===== src/common/vdp_defines.svh =====
// Video raster sizes, interrupt width and CPU port addresses
`ifndef VDP_DEFINES_SVH
`define VDP_DEFINES_SVH

// Counter wrap values, pixels per line and lines per frame
`define VDP_H_TOTAL 448
`define VDP_V_TOTAL 320

// Visible window starting at the origin
`define VDP_H_ACTIVE 256
`define VDP_V_ACTIVE 192

// Frame interrupt width in pixel cycles
`define VDP_INT_LEN 32

// ========================================
// CPU port addresses
// ========================================
// Low byte of the extended register window, high byte is the index
`define VDP_PORT_EXT 8'hAF
// Legacy border port, decoded on the low byte only
`define VDP_PORT_ZBORDER 8'hFE
// Legacy page port, full address
`define VDP_PORT_ZPAGE 16'h7FFD

`endif


===== src/common/vdp_pkg.sv =====
// Video register package with register indices, video modes and the shared bus structs
`default_nettype none

package vdp_pkg;

    // ========================================
    // Extended register window indices
    // ========================================
    typedef enum logic [7:0] {
        VCONF    = 8'h00,
        VPAGE    = 8'h01,
        GXOFFSL  = 8'h02,
        GXOFFSH  = 8'h03,
        GYOFFSL  = 8'h04,
        GYOFFSH  = 8'h05,
        TSCONF   = 8'h06,
        PALSEL   = 8'h07,
        BORDER   = 8'h0F,
        TMPAGE   = 8'h16,
        T0GPAGE  = 8'h17,
        T1GPAGE  = 8'h18,
        SGPAGE   = 8'h19,
        HINTBEG  = 8'h22,
        VINTBEGL = 8'h23,
        VINTBEGH = 8'h24,
        T0XOFFSL = 8'h40,
        T0XOFFSH = 8'h41,
        T0YOFFSL = 8'h42,
        T0YOFFSH = 8'h43,
        T1XOFFSL = 8'h44,
        T1XOFFSH = 8'h45,
        T1YOFFSL = 8'h46,
        T1YOFFSH = 8'h47,
        // Internal codes for the legacy ports, never reachable through the window
        ZBORDER  = 8'hF0,
        ZVPAGE   = 8'hF1
    } vdp_reg_e;

    // Video mode held in vconf bits 1:0
    typedef enum logic [1:0] {
        ZX     = 2'd0,
        COL16  = 2'd1,
        COL256 = 2'd2,
        TEXT   = 2'd3
    } vdp_mode_e;

    // ========================================
    // Bus and pipeline structs
    // ========================================
    typedef struct packed {
        logic [15:0] addr;
        logic [7:0]  data;
    } cpu_wr_t;

    typedef struct packed {
        logic        en;
        vdp_reg_e    sel;
        logic [7:0]  data;
    } reg_wr_t;

    typedef struct packed {
        logic [7:0] border;
        logic [7:0] vpage;
        logic [7:0] vconf;
        logic [7:0] tsconf;
        logic [7:0] palsel;
        logic [7:0] tmpage;
        logic [7:0] t0gpage;
        logic [7:0] t1gpage;
        logic [7:0] sgpage;
        logic [7:0] hint_beg;
        logic [8:0] gx_offs;
        logic [8:0] gy_offs;
        logic [8:0] t0x_offs;
        logic [8:0] t0y_offs;
        logic [8:0] t1x_offs;
        logic [8:0] t1y_offs;
        logic [8:0] vint_beg;
    } video_regs_t;

    typedef struct packed {
        logic [8:0] hcnt;
        logic [8:0] vcnt;
        logic       active;
    } raster_pos_t;

    typedef struct packed {
        logic [7:0] page;
        logic [8:0] x;
        logic [8:0] y;
    } layer_fetch_t;

    typedef struct packed {
        logic         active;
        logic [7:0]   border_col;
        vdp_mode_e    mode;
        layer_fetch_t gfx;
        logic         tile_en;
        layer_fetch_t tile;
    } pix_req_t;

endpackage

`default_nettype wire


===== src/verilog/port_bridge.sv =====
// CPU port bridge, four-phase req/ack slave that turns a port write into one register write
`timescale 1ns/1ps
`default_nettype none

`include "vdp_defines.svh"

module port_bridge (
    input  wire logic             clk,
    input  wire logic             reset,
    input  wire logic             cpu_req,
    input  wire vdp_pkg::cpu_wr_t cpu,
    output logic                  cpu_ack,
    output vdp_pkg::reg_wr_t      reg_wr
);

    typedef enum logic {
        IDLE,
        ACK
    } state_t;

    state_t state;
    // High in the cycle reg_wr is issued, ack follows one cycle later
    logic   wr_pend;

    // Map a CPU port address onto a register select, en low when nothing is hit
    function automatic vdp_pkg::reg_wr_t decode(input vdp_pkg::cpu_wr_t wr);
        vdp_pkg::reg_wr_t res;
        res.en   = 1'b0;
        res.sel  = vdp_pkg::ZBORDER;
        res.data = wr.data;
        if (wr.addr[7:0] == `VDP_PORT_EXT)
        begin
            case (wr.addr[15:8])
                vdp_pkg::VCONF,    vdp_pkg::VPAGE,
                vdp_pkg::GXOFFSL,  vdp_pkg::GXOFFSH,
                vdp_pkg::GYOFFSL,  vdp_pkg::GYOFFSH,
                vdp_pkg::TSCONF,   vdp_pkg::PALSEL,
                vdp_pkg::BORDER,   vdp_pkg::TMPAGE,
                vdp_pkg::T0GPAGE,  vdp_pkg::T1GPAGE,
                vdp_pkg::SGPAGE,   vdp_pkg::HINTBEG,
                vdp_pkg::VINTBEGL, vdp_pkg::VINTBEGH,
                vdp_pkg::T0XOFFSL, vdp_pkg::T0XOFFSH,
                vdp_pkg::T0YOFFSL, vdp_pkg::T0YOFFSH,
                vdp_pkg::T1XOFFSL, vdp_pkg::T1XOFFSH,
                vdp_pkg::T1YOFFSL, vdp_pkg::T1YOFFSH:
                begin
                    res.en  = 1'b1;
                    res.sel = vdp_pkg::vdp_reg_e'(wr.addr[15:8]);
                end
                default:
                begin
                    res.en = 1'b0;
                end
            endcase
        end
        else if (wr.addr == `VDP_PORT_ZPAGE)
        begin
            res.en  = 1'b1;
            res.sel = vdp_pkg::ZVPAGE;
        end
        else if (wr.addr[7:0] == `VDP_PORT_ZBORDER)
        begin
            res.en  = 1'b1;
            res.sel = vdp_pkg::ZBORDER;
        end
        return res;
    endfunction

    // Ack is high for the whole ACK state
    assign cpu_ack = (state == ACK);

    always_ff @(posedge clk)
    begin
        if (reset)
        begin
            state   <= IDLE;
            wr_pend <= 1'b0;
            reg_wr  <= '0;
        end
        else
        begin
            reg_wr.en <= 1'b0;
            wr_pend   <= 1'b0;
            case (state)
                IDLE:
                    if (cpu_req)
                    begin
                        // Ack rises once the register bank holds the new value
                        if (wr_pend)
                            state <= ACK;
                        else
                        begin
                            wr_pend <= 1'b1;
                            reg_wr  <= decode(cpu);
                        end
                    end
                ACK:
                    // Wait for the CPU to drop req before closing the cycle
                    if (!cpu_req)
                        state <= IDLE;
                default:
                    state <= IDLE;
            endcase
        end
    end

    a_ack_needs_req: assert property (@(posedge clk) disable iff (reset)
        $rose(cpu_ack) |-> $past(cpu_req));

    a_wr_single_pulse: assert property (@(posedge clk) disable iff (reset)
        reg_wr.en |=> !reg_wr.en);

endmodule

`default_nettype wire


===== src/video_ports/video_ports.sv =====
// Video register bank holding every parameter written by the CPU, with power-on defaults
`timescale 1ns/1ps
`default_nettype none

module video_ports (
    input  wire logic             clk,
    input  wire logic             reset,
    input  wire vdp_pkg::reg_wr_t reg_wr,
    output vdp_pkg::video_regs_t  regs
);

    always_ff @(posedge clk)
    begin
        if (reset)
        begin
            regs.border   <= 8'h00;
            regs.vpage    <= 8'h05;
            regs.vconf    <= 8'h00;
            regs.tsconf   <= 8'h00;
            regs.palsel   <= 8'h0F;
            regs.tmpage   <= 8'h00;
            regs.t0gpage  <= 8'h00;
            regs.t1gpage  <= 8'h00;
            regs.sgpage   <= 8'h00;
            // Line interrupt defaults to pixel 4 of the line
            regs.hint_beg <= 8'd2;
            regs.gx_offs  <= 9'd0;
            regs.gy_offs  <= 9'd0;
            regs.t0x_offs <= 9'd0;
            regs.t0y_offs <= 9'd0;
            regs.t1x_offs <= 9'd0;
            regs.t1y_offs <= 9'd0;
            regs.vint_beg <= 9'd0;
        end
        else if (reg_wr.en)
        begin
            case (reg_wr.sel)
                // Legacy ports force the upper bits
                vdp_pkg::ZBORDER:  regs.border        <= {5'b11110, reg_wr.data[2:0]};
                vdp_pkg::ZVPAGE:   regs.vpage         <= {6'b000001, reg_wr.data[3], 1'b1};

                vdp_pkg::BORDER:   regs.border        <= reg_wr.data;
                vdp_pkg::VPAGE:    regs.vpage         <= reg_wr.data;
                vdp_pkg::VCONF:    regs.vconf         <= reg_wr.data;
                vdp_pkg::TSCONF:   regs.tsconf        <= reg_wr.data;
                vdp_pkg::PALSEL:   regs.palsel        <= reg_wr.data;
                vdp_pkg::TMPAGE:   regs.tmpage        <= reg_wr.data;
                vdp_pkg::T0GPAGE:  regs.t0gpage       <= reg_wr.data;
                vdp_pkg::T1GPAGE:  regs.t1gpage       <= reg_wr.data;
                vdp_pkg::SGPAGE:   regs.sgpage        <= reg_wr.data;
                vdp_pkg::HINTBEG:  regs.hint_beg      <= reg_wr.data;

                // 9-bit fields take the low byte and then bit 0 of the high byte
                vdp_pkg::GXOFFSL:  regs.gx_offs[7:0]  <= reg_wr.data;
                vdp_pkg::GXOFFSH:  regs.gx_offs[8]    <= reg_wr.data[0];
                vdp_pkg::GYOFFSL:  regs.gy_offs[7:0]  <= reg_wr.data;
                vdp_pkg::GYOFFSH:  regs.gy_offs[8]    <= reg_wr.data[0];
                vdp_pkg::T0XOFFSL: regs.t0x_offs[7:0] <= reg_wr.data;
                vdp_pkg::T0XOFFSH: regs.t0x_offs[8]   <= reg_wr.data[0];
                vdp_pkg::T0YOFFSL: regs.t0y_offs[7:0] <= reg_wr.data;
                vdp_pkg::T0YOFFSH: regs.t0y_offs[8]   <= reg_wr.data[0];
                vdp_pkg::T1XOFFSL: regs.t1x_offs[7:0] <= reg_wr.data;
                vdp_pkg::T1XOFFSH: regs.t1x_offs[8]   <= reg_wr.data[0];
                vdp_pkg::T1YOFFSL: regs.t1y_offs[7:0] <= reg_wr.data;
                vdp_pkg::T1YOFFSH: regs.t1y_offs[8]   <= reg_wr.data[0];
                vdp_pkg::VINTBEGL: regs.vint_beg[7:0] <= reg_wr.data;
                vdp_pkg::VINTBEGH: regs.vint_beg[8]   <= reg_wr.data[0];
                default:
                begin
                end
            endcase
        end
    end

endmodule

`default_nettype wire


===== src/verilog/raster_timer.sv =====
// Raster timer with pixel and line counters, active window flag and frame interrupt
`timescale 1ns/1ps
`default_nettype none

`include "vdp_defines.svh"

module raster_timer (
    input  wire logic                 clk,
    input  wire logic                 reset,
    input  wire vdp_pkg::video_regs_t regs,
    output vdp_pkg::raster_pos_t      pos,
    output logic                      frame_int
);

    logic [8:0] hcnt_nxt;
    logic [8:0] vcnt_nxt;
    logic       int_hit;
    logic [5:0] int_cnt;

    // Counter values for the next cycle
    always_comb
    begin
        hcnt_nxt = pos.hcnt + 9'd1;
        vcnt_nxt = pos.vcnt;
        if (pos.hcnt == 9'(`VDP_H_TOTAL - 1))
        begin
            hcnt_nxt = 9'd0;
            if (pos.vcnt == 9'(`VDP_V_TOTAL - 1))
                vcnt_nxt = 9'd0;
            else
                vcnt_nxt = pos.vcnt + 9'd1;
        end
    end

    // The interrupt position is matched one cycle early so frame_int rises with it
    assign int_hit = (vcnt_nxt == regs.vint_beg) && (hcnt_nxt == {regs.hint_beg, 1'b0});

    assign frame_int = (int_cnt != 6'd0);

    always_ff @(posedge clk)
    begin
        if (reset)
        begin
            pos.hcnt   <= 9'd0;
            pos.vcnt   <= 9'd0;
            // Origin lies inside the visible window
            pos.active <= 1'b1;
            int_cnt    <= 6'd0;
        end
        else
        begin
            pos.hcnt   <= hcnt_nxt;
            pos.vcnt   <= vcnt_nxt;
            pos.active <= (hcnt_nxt < 9'(`VDP_H_ACTIVE)) && (vcnt_nxt < 9'(`VDP_V_ACTIVE));
            if (int_hit)
                int_cnt <= 6'(`VDP_INT_LEN);
            else if (int_cnt != 6'd0)
                int_cnt <= int_cnt - 6'd1;
        end
    end

    a_counters_in_range: assert property (@(posedge clk) disable iff (reset)
        (pos.hcnt < 9'(`VDP_H_TOTAL)) && (pos.vcnt < 9'(`VDP_V_TOTAL)));

endmodule

`default_nettype wire


===== src/verilog/layer_scroll.sv =====
// Layer scroll unit, adds the x and y offsets to the raster position modulo 512
`timescale 1ns/1ps
`default_nettype none

module layer_scroll (
    input  wire logic                 clk,
    input  wire logic                 reset,
    input  wire vdp_pkg::raster_pos_t pos,
    input  wire logic [8:0]           x_offs,
    input  wire logic [8:0]           y_offs,
    input  wire logic [7:0]           page,
    output vdp_pkg::layer_fetch_t     fetch
);

    always_ff @(posedge clk)
    begin
        if (reset)
        begin
            fetch <= '0;
        end
        else
        begin
            fetch.page <= page;
            // 9-bit sums wrap around the 512 pixel plane
            fetch.x    <= pos.hcnt + x_offs;
            fetch.y    <= pos.vcnt + y_offs;
        end
    end

endmodule

`default_nettype wire


===== src/verilog/video_fetch.sv =====
// Video fetch stage merging border, mode and both layer results into one pixel request
`timescale 1ns/1ps
`default_nettype none

module video_fetch (
    input  wire logic                  clk,
    input  wire logic                  reset,
    input  wire vdp_pkg::raster_pos_t  pos,
    input  wire vdp_pkg::video_regs_t  regs,
    input  wire vdp_pkg::layer_fetch_t gfx,
    input  wire vdp_pkg::layer_fetch_t tile,
    output vdp_pkg::pix_req_t          pix
);

    // Active flag delayed to match the scroll unit outputs
    logic active_d;

    always_ff @(posedge clk)
    begin
        if (reset)
        begin
            active_d <= 1'b0;
            pix      <= '0;
        end
        else
        begin
            active_d       <= pos.active;
            pix.active     <= active_d;
            pix.border_col <= regs.border;
            pix.mode       <= vdp_pkg::vdp_mode_e'(regs.vconf[1:0]);
            pix.gfx        <= gfx;
            pix.tile       <= tile;
            // Tile plane 0 is enabled by tsconf bit 5
            pix.tile_en    <= active_d & regs.tsconf[5];
        end
    end

    // Tile requests only for raster positions inside the window two stages back
    a_tile_needs_active: assert property (@(posedge clk) disable iff (reset)
        pix.tile_en |-> $past(pos.active, 2));

endmodule

`default_nettype wire


===== src/verilog/video_port_top.sv =====
// Video port front end top level with CPU bridge, registers, raster timer, scroll and fetch
`timescale 1ns/1ps
`default_nettype none

module video_port_top (
    input  wire logic             clk,
    input  wire logic             reset,
    input  wire logic             cpu_req,
    input  wire vdp_pkg::cpu_wr_t cpu,
    output logic                  cpu_ack,
    output vdp_pkg::video_regs_t  regs,
    output logic                  frame_int,
    output vdp_pkg::pix_req_t     pix
);

    vdp_pkg::reg_wr_t      reg_wr;
    vdp_pkg::raster_pos_t  pos;
    vdp_pkg::layer_fetch_t gfx_fetch;
    vdp_pkg::layer_fetch_t tile_fetch;

    // ========================================
    // CPU side
    // ========================================
    port_bridge u_bridge (
        .clk     (clk),
        .reset   (reset),
        .cpu_req (cpu_req),
        .cpu     (cpu),
        .cpu_ack (cpu_ack),
        .reg_wr  (reg_wr)
    );

    video_ports u_ports (
        .clk    (clk),
        .reset  (reset),
        .reg_wr (reg_wr),
        .regs   (regs)
    );

    // ========================================
    // Raster side
    // ========================================
    raster_timer u_raster (
        .clk       (clk),
        .reset     (reset),
        .regs      (regs),
        .pos       (pos),
        .frame_int (frame_int)
    );

    // Graphics plane
    layer_scroll u_gfx_scroll (
        .clk    (clk),
        .reset  (reset),
        .pos    (pos),
        .x_offs (regs.gx_offs),
        .y_offs (regs.gy_offs),
        .page   (regs.vpage),
        .fetch  (gfx_fetch)
    );

    // Tile plane 0
    layer_scroll u_tile_scroll (
        .clk    (clk),
        .reset  (reset),
        .pos    (pos),
        .x_offs (regs.t0x_offs),
        .y_offs (regs.t0y_offs),
        .page   (regs.t0gpage),
        .fetch  (tile_fetch)
    );

    video_fetch u_fetch (
        .clk   (clk),
        .reset (reset),
        .pos   (pos),
        .regs  (regs),
        .gfx   (gfx_fetch),
        .tile  (tile_fetch),
        .pix   (pix)
    );

endmodule

`default_nettype wire


===== config.mk =====
export PLATFORM = sky130hd
export DESIGN_NAME = video_port_top
export DESIGN_NICKNAME = d
export VERILOG_FILES = /design/src/common/vdp_pkg.sv /design/src/verilog/port_bridge.sv /design/src/video_ports/video_ports.sv /design/src/verilog/raster_timer.sv /design/src/verilog/layer_scroll.sv /design/src/verilog/video_fetch.sv /design/src/verilog/video_port_top.sv
export VERILOG_INCLUDE_DIRS = /design/src /design/src/common
export SDC_FILE = /design/constraint.sdc
export NUM_CORES = 1
export LEC_CHECK = 0
export ABC_AREA = 1
export BUFFER_PORTS_ARGS = -buffer_cell sky130_fd_sc_hd__clkbuf_2
export CORE_MARGIN = 2
export CORE_UTILIZATION = 59
export CTS_CLUSTER_SIZE = 12
export DETAILED_ROUTE_END_ITERATION = 12
export HOLD_SLACK_MARGIN = 0.08
export PLACE_DENSITY = 0.95
export SYNTH_ARGS = -nofsm -noshare
export SYNTH_HDL_FRONTEND = slang
export SYNTH_SLANG_ARGS = --single-unit

===== constraint.sdc =====
create_clock -name clk -period 5.6 [get_ports clk]
set_input_delay 0 -clock clk [delete_from_list [all_inputs] [get_ports clk]]
set_output_delay 0 -clock clk [all_outputs]
set_load 0.05 [all_outputs]

==> results_dict.tcl, run 1 <==
set metrics [dict create \
    synth_edf_count 0 \
    fin_crit_ns 2.756 \
    r2r_slack_ns 2.99 \
    yosys.area.top_type "dfxtp_1" \
    skew_ns 0.01036 \
    die_x_um 145.4 \
    synth_seq_cells 304 \
    ys.warnings.count 0 \
    syn_avg_cell_area_um2 8.027 \
    clk_path_buf_depth 3 \
    whs_path_depth 4 \
    maxSlewViolCount 0 \
    netlist_instances 1470 \
    worst_slew_pin_slew_ns 1.218 \
    timing.critical_path.from "reset" \
    netlist_top_cells_area "dfxtp_1 52%, a21oi_1 7.5%, o21ai_0 7.0%" \
    clk_latency_ns 0.55 \
    status "finished clean" \
    required_ns 6.09 \
    place_area_um2 13060 \
    initial_core_util 0.6043 \
    vdd_drop_max_v 0.0002399 \
    cts.sinks 304 \
    setup_tns_ns 0 \
    postRouteAntennaNets 0 \
    area_growth_syn_to_layout_pct 20.55 \
    rows 51 \
    ioPinCount 236 \
    wl_um 33830 \
    fmax_ghz 0.3628 \
    diodes 0 \
    routed-wl-met3_um 3357 \
    htreeDepth 1 \
    vias 11050 \
    rsz0062_at_grt "no" \
    powerDensity_nw_per_um2 302.3 \
    synth_flop_cell "dfxtp_1" \
    first_global_vias 10420 \
    worst-r2r-cell-count 8 \
    syn-num-nets 1536 \
    drive_gt1_frac 0.1772 \
    stdcell_area_um2 14220 \
    ys_seq_area_frac 0.5157 \
    period_share 0.4922 \
    synthTopCellsByCount "304 x dfxtp_1, 215 x inv_1, 188 x nor2_1, 176 x a21oi_1, 164 x o21ai_0" \
    finalSetupViolations 0 \
    place_congestion 1.010 \
    dr.pass1.iters 6 \
    root_buffer "clkbuf_16" \
    synth_area_um2 11800 \
    overflow 0 \
    wl_met2_um 15390 \
    critical_path.reg2reg.startpoint "u_bridge.wr_pend" \
    endpoint_kind "register" \
    core_area_um2 19530 \
    path_max_fanout 92 \
    worstHoldStart "cpu_req" \
    slew_headroom 0.1812 \
    drt-met1-wl_um 13210 \
    total_leakage_power_nw 6.454 \
    routedWlPerCell_um 17.03 \
    hpwl_um 22480 \
    min_to "u_bridge.cpu_ack" \
    async_flop_share 0 \
    numCtsBuffers 30 \
    hold_class "in -> reg" \
    nets 1778 \
    criticalPathCategory "in -> reg" \
    synth_top_area_frac 0.5157 \
    critPathLaunchType "input pin" \
    grt_max_degree 93 \
    drt-initial-drc-count 1124 \
    final_hold_viol_count 0 \
    port_buffers 235 \
    via_per_inst 5.561 \
    critPathArrivalTime_ns 3.25 \
    die-area_um2 21150 \
    synth_cell_type_count 41 \
    r2r-end "u_bridge.reg_wr[9]" \
    synth.most_common_cell "dfxtp_1" \
    grt_pass1_wl_um 53270 \
    cts_tree "done" \
    top_layer "met4" \
    globalRouteTotalUtil 0.3069 \
    antenna_found_initial 0 \
    die_h_um 145.4 \
    drc 0 \
    maxCapViolCount 0 \
    cts.clk_slew.worst_paths_ns 0.06 \
]
-- timing repair --
item | in CTS | in global routing
endpoints found under the hold margin | 51 | 0
resized for setup | 0 | 0
setup endpoints to repair | 0 | 0
buffers inserted | 0 | 0
hold buffers | 33 | 0
-- where the power goes --
part / leakage, nW / total, mW / switching [mW] / internal [mW]
clock: 0.405 / 1.78 / 0.792 / 0.987
sequential: 2.46 / 2.22 / 0.0288 / 2.19
combinational: 3.59 / 0.299 / 0.214 / 0.0858
total: 6.45 / 4.30 / 1.03 / 3.27
-- worst max-delay path, cell delays in order --
cell and delay (ns):
dlygate4sd3_1 0.54, buf_4 0.33, inv_4 0.69, buf_4 0.63, o21ai_0 0.20, a21oi_1 0.16, dlygate4sd3_1 0.58
-- logic make-up (layout without fill, tap and decap cells) --
group	Yosys count	in the layout	share of synthesized area
buffers and inverters	282	533	0.09331
flip-flops	304	304	0.5157
AO/OA/AOI/OAI	382	382	0.1726
XOR/XNOR	8	8	0.005938
adder cells (fa/ha/maj)	39	39	0.04390
AND/OR/NAND/NOR	455	455	0.1685
-- through the flow --
stage / power (mW) / util / hold slack [ns] / setup slack (ns) / instances
after detailed placement: 2.541 / 0.6690 / 0.2349 / 3.129 / 1912
final: 4.301 / 0.7285 / 0.2479 / 2.844 / 1986
after global routing: 4.427 / 0.7285 / 0.2834 / 2.702 / 1986
after global placement: 2.526 / 0.6690 / 0.2276 / 3.280 / 1912
after CTS: 4.294 / 0.7285 / 0.2175 / 3.024 / 1986
after floorplan: 2.460 / - / 0.1227 / 3.479 / 1470
-- per-layer routing --
layer  GRT usage  vias to the layer above
met5           0                        -
met4      0.1554                        0
met3     0.06082                      165
met2      0.4995                      676
met1      0.3906                     4966
li1            -                     5238
-- final cells by class --
type | count | area (µm²)
Inverter | 221 | 832.0
Tap cell | 265 | 331.6
Clock buffer | 37 | 797.0
Sequential cell | 304 | 6086
Timing Repair Buffer | 271 | 1531
Clock inverter | 4 | 33.78
Multi-Input combinational cell | 884 | 4613
Fill cell | 1388 | 5301
-- cells in the final DEF (no fill, tap or decap), types with 3 or more instances in the layout --
cell and n:
clkinv_1 3, nand2_1 155, a21oi_1 176, nand4_1 24, nor2_4 3, clkbuf_16 30
dfxtp_1 304, o21bai_1 5, o211ai_1 8, nand3_2 5, buf_4 4, nor2_2 5
nor2_1 188, nor3_1 10, nand3_1 47, a211oi_1 8, a311oi_1 7, clkbuf_1 5
dlygate4sd3_1 33, fa_1 4, a221oi_1 4, clkbuf_2 234, inv_1 214, nand3b_1 3
a21o_1 4, ha_1 35, nand2_2 8, o21ai_0 164, xor2_1 7, inv_2 3
-- worst max path at each step --
stage / endpoint / slack [ns] / cells after the start
final: u_bridge.reg_wr[8] / 2.84 / 7
after global routing: u_bridge.reg_wr[8] / 2.70 / 7
after CTS: u_bridge.reg_wr[8] / 3.02 / 7
after detailed placement: u_raster.int_cnt[1] / 3.13 / 12
after global placement: u_raster.int_cnt[2] / 3.28 / 12
after floorplan: u_gfx_scroll.fetch[8] / 3.48 / 14
-- flip-flops by register name, summed over array words and instances (netlist names) --
register             flops
u_tile_scroll.fetch     26
u_gfx_scroll.fetch      26
u_fetch.pix             64
u_bridge.wr_pend         1
u_fetch.active_d         1
u_raster.pos            19
u_ports.regs           143
u_bridge.reg_wr         17
u_raster.int_cnt         6
u_bridge.cpu_ack         1
Power figures use the tool's default switching activity.
==> run 2, diff against run 1 <==
Settings changed: ABC_AREA 1 to 0, CORE_UTILIZATION 59 to 50, PLACE_DENSITY 0.95 to 0.86.
Clock period 5.6 ns to 2.29 ns, I/O delays scaled along.
==> results_dict.tcl, run 2 <==
set metrics [dict create \
    status "finished with violations" \
    violations "setup timing" \
    regArea_um2 6111 \
    total_leakage_power_nw 7.009 \
    yosys.area.top_type "dfxtp_1" \
    synth_edf_count 0 \
    numCtsBuffers 30 \
    ys.warnings.count 0 \
    synth.most_common_cell "dfxtp_1" \
    worstHoldStart "cpu[14]" \
    syn-num-nets 1362 \
    cts_tree "done" \
    total_power_mw 10.77 \
    final_common_cell "dfxtp_1" \
    routedWlPerCell_um 18.34 \
    vdd_drop_max_v 0.0006776 \
    min_to "u_bridge.reg_wr[15]" \
    final_hold_viol_count 0 \
    cts.clk_slew.worst_paths_ns 0.06 \
    die_h_um 158.7 \
    slowest_delay_ns 0.49 \
    place_congestion 0.9359 \
    ys_seq_area_frac 0.5084 \
    critical_path.reg2reg.startpoint "u_raster.pos[10]" \
    netlist_instances 1296 \
    fmax_ghz 0.3922 \
    slew_headroom 0.4415 \
    hpwl_um 23930 \
    postRouteAntennaNets 0 \
    fin_crit_ns 2.550 \
    path_max_fanout 6 \
    netlist_top_cells_area "dfxtp_1 51%, mux2i_1 6.1%, nor2b_1 5.0%" \
    cts.sinks 304 \
    synth_flop_cell "dfxtp_1" \
    maxCapViolCount 0 \
    synth_area_um2 11970 \
    ioPinCount 236 \
    antenna_found_initial 0 \
    syn_avg_cell_area_um2 9.237 \
    globalRouteTotalUtil 0.2679 \
    core_area_um2 23470 \
    root_buffer "clkbuf_16" \
    criticalPathCategory "reg -> reg" \
    period_share 1.113 \
    rsz0062_at_grt "yes" \
    stdcell_area_um2 15510 \
    grt_pass1_wl_um 54900 \
    clk_path_buf_depth 3 \
    place_area_um2 14060 \
    setup_ws_ns -0.2598 \
    fillCellCount 1792 \
    synth_top_family_by_area "simple AND/OR/NAND/NOR gates" \
    synth_cell_type_count 68 \
    required_ns 2.78 \
    whs_path_depth 4 \
    wl_um 35740 \
    via_per_inst 5.538 \
    die-area_um2 25200 \
    grt_max_degree 139 \
    first_global_vias 10200 \
    powerDensity_nw_per_um2 694.6 \
    skew_ns 0.01183 \
    clk_latency_ns 0.56 \
    drc 0 \
    largest_reg_flops 143 \
    critPathLaunchType "register" \
    final_cell_mix "288 x dfxtp_1, 234 x clkbuf_2, 133 x nand2_1" \
    finish.utilization 0.6607 \
    r2r_slack_ns -0.26 \
    yosys.area_share.simple 0.2160 \
    synthMuxAreaShare 0.06292 \
    synthTopCellsByCount "304 x dfxtp_1, 133 x nand2_1, 123 x nor2_1, 99 x a21oi_1, 96 x nor2b_1" \
    async_flop_share 0 \
    synth-xor-area-share 0.02414 \
    cp_cell_sequence "ha_4 > nand3_4 > o21a_1 > or3_4 > a221oi_4 > o2111ai_2 > buf_4 > or4_1 > a31oi_1" \
    hold_class "in -> reg" \
    finalSetupViolations 6 \
    rows 56 \
    top_register "u_ports.regs" \
    area_growth_syn_to_layout_pct 29.54 \
    synth_seq_cells 304 \
    critPathSlowestCell "or4_1" \
    initial_core_util 0.5100 \
    synth_top_area_frac 0.5084 \
    synth_compound_area_frac 0.1091 \
    r2r-end "u_raster.int_cnt[5]" \
    port_buffers 235 \
    dr.pass1.iters 7 \
    whs_ns 0.07495 \
    diodes 0 \
    htreeDepth 1 \
    die_x_um 158.7 \
    worst_slew_pin_slew_ns 0.8366 \
    worst-r2r-cell-count 9 \
    maxSlewViolCount 0 \
    overflow 0 \
    synthAdderAreaFrac 0.04327 \
    multi_input_area_um2 5725 \
    vias 10790 \
    endpoint_kind "register" \
    nets 1683 \
    reg_top3 "u_ports.regs (143), u_fetch.pix (64)" \
    drive_gt1_frac 0.2755 \
    drt-initial-drc-count 1013 \
    critPathArrivalTime_ns 3.04 \
]
-- run 2: cell count changes in the layout (fill, tap and decap cells not counted), sizes merged, moves of 11 or more --
cell	before	now
nor3	14	30
nand3	52	81
nand4	24	6
a21oi	176	99
mux2i	0	73
nor2b	0	96
nand2	163	133
inv	218	35
xnor2	1	27
a21o	4	15
nor2	196	123
buf	4	97
o21ai	165	32
-- run 2: cells by family (layout without fill, tap and decap cells) --
| kind of cell | count (synthesis) | count (layout) |
|---|---|---|
| flip-flops | 304 | 304 |
| buffers and inverters | 111 | 445 |
| AO/OA/AOI/OAI | 208 | 208 |
| adder cells (fa/ha/maj) | 39 | 39 |
| AND/OR/NAND/NOR | 526 | 526 |
| multiplexers | 75 | 75 |
| XOR/XNOR | 33 | 33 |
-- run 2: how the worst max path moves through the flow --
stage | startpoint | end | slack (ns)
2_1_floorplan | u_raster.pos[11] | u_raster.int_cnt[5] | -0.12
3_3_place_gp | u_raster.pos[11] | u_raster.int_cnt[2] | -0.28
3_5_place_dp | u_raster.pos[11] | u_raster.int_cnt[3] | -0.34
4_1_cts | u_raster.pos[10] | u_raster.int_cnt[3] | -0.22
5_1_grt | u_raster.pos[10] | u_raster.int_cnt[0] | -0.35
6_report | u_raster.pos[10] | u_raster.int_cnt[5] | -0.26
-- run 2: layer usage --
layer | vias to the layer above | track usage | wire [µm] | part of all wire
met1 | 5128 | 0.3553 | 15020 | 0.42
li1 | 5048 | - | - | -
met2 | 532 | 0.4373 | 16610 | 0.46
met4 | 0 | 0.09633 | 1272 | 0.036
met5 | - | 0 | 0 | 0
met3 | 86 | 0.05016 | 2837 | 0.079
-- run 2: power breakdown --
part           total [mW]  internal, mW  leakage [nW]  switching [mW]
sequential           5.47          5.37          2.46           0.102
clock                4.47          2.53         0.426            1.94
combinational       0.831         0.304          4.12           0.527
total                10.8          8.20          7.01            2.57
-- run 2: area by class of cell --
cell class	count	area share
timing repair buffer	365	0.1464
multi-input combinational	881	0.3692
tap	319	0.02574
sequential	304	0.3941
clock buffer	43	0.05478
inverter	35	0.008472
clock inverter	2	0.001372
-- run 2: timing repair --
action                                  in CTS  in global routing
hold buffers                                31                  0
cloned                                       0                  1
endpoints found under the hold margin       42                  0
setup buffers                                6                  4
endpoints found under the setup margin      10                 28
pin swaps                                   14                 13
gates resized for setup                     15                 41
-- run 2: worst max-delay path: cells and delay by family, from the launching register on --
kind / cells / cell delay [ns]
AO/OA/AOI/OAI: 4 / 0.79
adder cells (fa/ha/maj): 1 / 0.18
buffers and inverters: 1 / 0.16
flip-flops: 1 / 0.36
AND/OR/NAND/NOR: 3 / 0.98
-- run 2: metrics by stage --
| stage | setup TNS, ns | instances | setup slack [ns] |
|---|---|---|---|
| 4_1_cts | -1.113 | 1944 | -0.2153 |
| 6_report | -1.434 | 1949 | -0.2598 |
| 5_1_grt | -2.037 | 1949 | -0.3500 |
| 3_5_place_dp | -2.307 | 1862 | -0.3432 |
| 2_1_floorplan | -0.1424 | 1296 | -0.1222 |
| 3_3_place_gp | -1.646 | 1862 | -0.2791 |
==> run 3, diff against run 2 <==
Settings changed: ABC_AREA 0 to not set, GPL_TIMING_DRIVEN set to 0.
==> results_dict.tcl, run 3 (synthesis results as in run 2) <==
set metrics [dict create \
    setup_ws_ns -0.2582 \
    hpwl_um 26590 \
    grt_max_degree 13 \
    required_ns 2.66 \
    routedWlPerCell_um 20.01 \
    numCtsBuffers 34 \
    critPathLaunchType "register" \
    worst_slew_pin_slew_ns 0.9540 \
    wl_um 39280 \
    diodes 0 \
    dr.pass1.iters 6 \
    ioPinCount 236 \
    die_x_um 158.7 \
    clk_path_buf_depth 3 \
    first_global_vias 10830 \
    root_buffer "clkbuf_16" \
    cp_cell_sequence "buf_6 > and3_4 > nand3_4 > or4_4 > and3_4 > a211o_1 > o41ai_4 > nor3_1" \
    core_area_um2 23470 \
    finalSetupViolations 14 \
    endpoint_kind "register" \
    total_power_mw 11.42 \
    status "finished with violations" \
    crit_buf_inv 1 \
    fillCellCount 1775 \
    globalRouteTotalUtil 0.2939 \
    hold_class "in -> reg" \
    postRouteAntennaNets 0 \
    maxCapViolCount 0 \
    die_h_um 158.7 \
    drc 0 \
    violations "setup timing" \
    grt_pass1_wl_um 58660 \
    vias 11230 \
    rows 56 \
    maxSlewViolCount 0 \
    drive_gt1_frac 0.2652 \
    criticalPathCategory "reg -> reg" \
    period_share 1.113 \
    cp_top_family "simple AND/OR/NAND/NOR gates" \
    initial_core_util 0.5100 \
    worst-r2r-cell-count 8 \
    fin_crit_ns 2.548 \
    crit_cells 8 \
    clk_latency_ns 0.51 \
    largest_reg_flops 143 \
    cts_tree "done" \
    vdd_drop_max_v 0.0004900 \
    drt-initial-drc-count 1250 \
    cts.clk_slew.worst_paths_ns 0.06 \
    finish.utilization 0.6626 \
    rsz0062_at_grt "yes" \
    critPathArrivalTime_ns 2.92 \
    via_per_inst 5.723 \
    powerDensity_nw_per_um2 734.3 \
    die-area_um2 25200 \
    whs_path_depth 6 \
    final_common_cell "dfxtp_1" \
    antenna_found_initial 0 \
    nets 1692 \
    skew_ns 0.01290 \
    reg_top3 "u_ports.regs (143), u_fetch.pix (64)" \
    path_max_fanout 8 \
    total_leakage_power_nw 6.921 \
    critPathSlowestCell "o41ai_4" \
    cts.sinks 304 \
    top_register "u_ports.regs" \
    cpMostUsedCell "and3_4" \
    final_cell_mix "279 x dfxtp_1, 241 x clkbuf_2, 132 x nand2_1" \
    final_hold_viol_count 0 \
    overflow 0 \
    area_growth_syn_to_layout_pct 29.91 \
    port_buffers 235 \
    slew_headroom 0.3640 \
    fmax_ghz 0.3924 \
    slowest_delay_ns 0.50 \
    place_ws_ns -0.6621 \
    htreeDepth 2 \
    place_congestion 0.9752 \
]
[run 3: cell types whose count changed in the layout (fill, tap and decap cells not counted), sizes merged]
cell and change:
clkbuf +66, clkinv +2, inv +1, clkinvlp +1, buf -51, dlygate4sd3 -6
bufinv +1
[run 3: worst paths after layout]
kind	slack, ns	endpoint	startpoint
setup / recovery	-0.26	u_raster.int_cnt[3]	u_raster.pos[14]
hold / removal	0.16	u_bridge.reg_wr[9]	cpu[23]
setup reg to reg	-0.26	u_raster.int_cnt[3]	u_raster.pos[14]
hold reg to reg	0.43	u_fetch.pix[1]	u_tile_scroll.fetch[1]
[run 3: tightest hold or removal path, cell delays in order]
cell and delay [ns]:
clkbuf_2 0.07, nand2b_1 0.11, nor4_1 0.07, and3_4 0.20, nand3_1 0.09, a21oi_1 0.07
[run 3: repair_timing]
action                     in CTS  in global routing
pin swaps                      24                 14
hold endpoints to repair       21                  4
hold buffers                   22                  3
gates resized for setup        59                 54
setup endpoints to repair      86                 99
buffers inserted               27                 10
[run 3: area by class of cell]
class	instances	area, µm²	share of cell area
inverter	35	131.4	0.008447
buffer	73	327.8	0.02108
sequential	304	6140	0.3948
multi-input combinational	881	5788	0.3722
clock buffer	47	970.9	0.06243
tap	319	399.1	0.02566
clock inverter	7	66.31	0.004264
timing repair buffer	297	1729	0.1112
[run 3: where the power goes]
group	total, mW	internal, mW	switching (mW)
clock network	5.15	3.06	2.09
registers	5.43	5.36	0.0636
logic	0.843	0.266	0.578
total	11.4	8.69	2.73
[run 3: layer usage]
metal	global-route usage	wire length, µm	vias to the layer above
met2	0.4802	17920	706
met1	0.3599	15120	5241
met4	0.1614	2432	0
li1	-	-	5089
met3	0.06661	3796	198
met5	0	0	-
[run 3: metrics by stage]
step | instance area [µm²] | cells | setup TNS, ns | hold WS [ns]
CTS | 15310 | 1952 | -1.205 | 0.1100
floorplan | 12080 | 1296 | -0.1424 | 0.07912
finish | 15550 | 1963 | -1.664 | 0.1608
global placement | 13660 | 1850 | -11.93 | 0.2277
global route | 15550 | 1963 | -3.663 | 0.1718
detailed placement | 13660 | 1850 | -16.06 | 0.2310
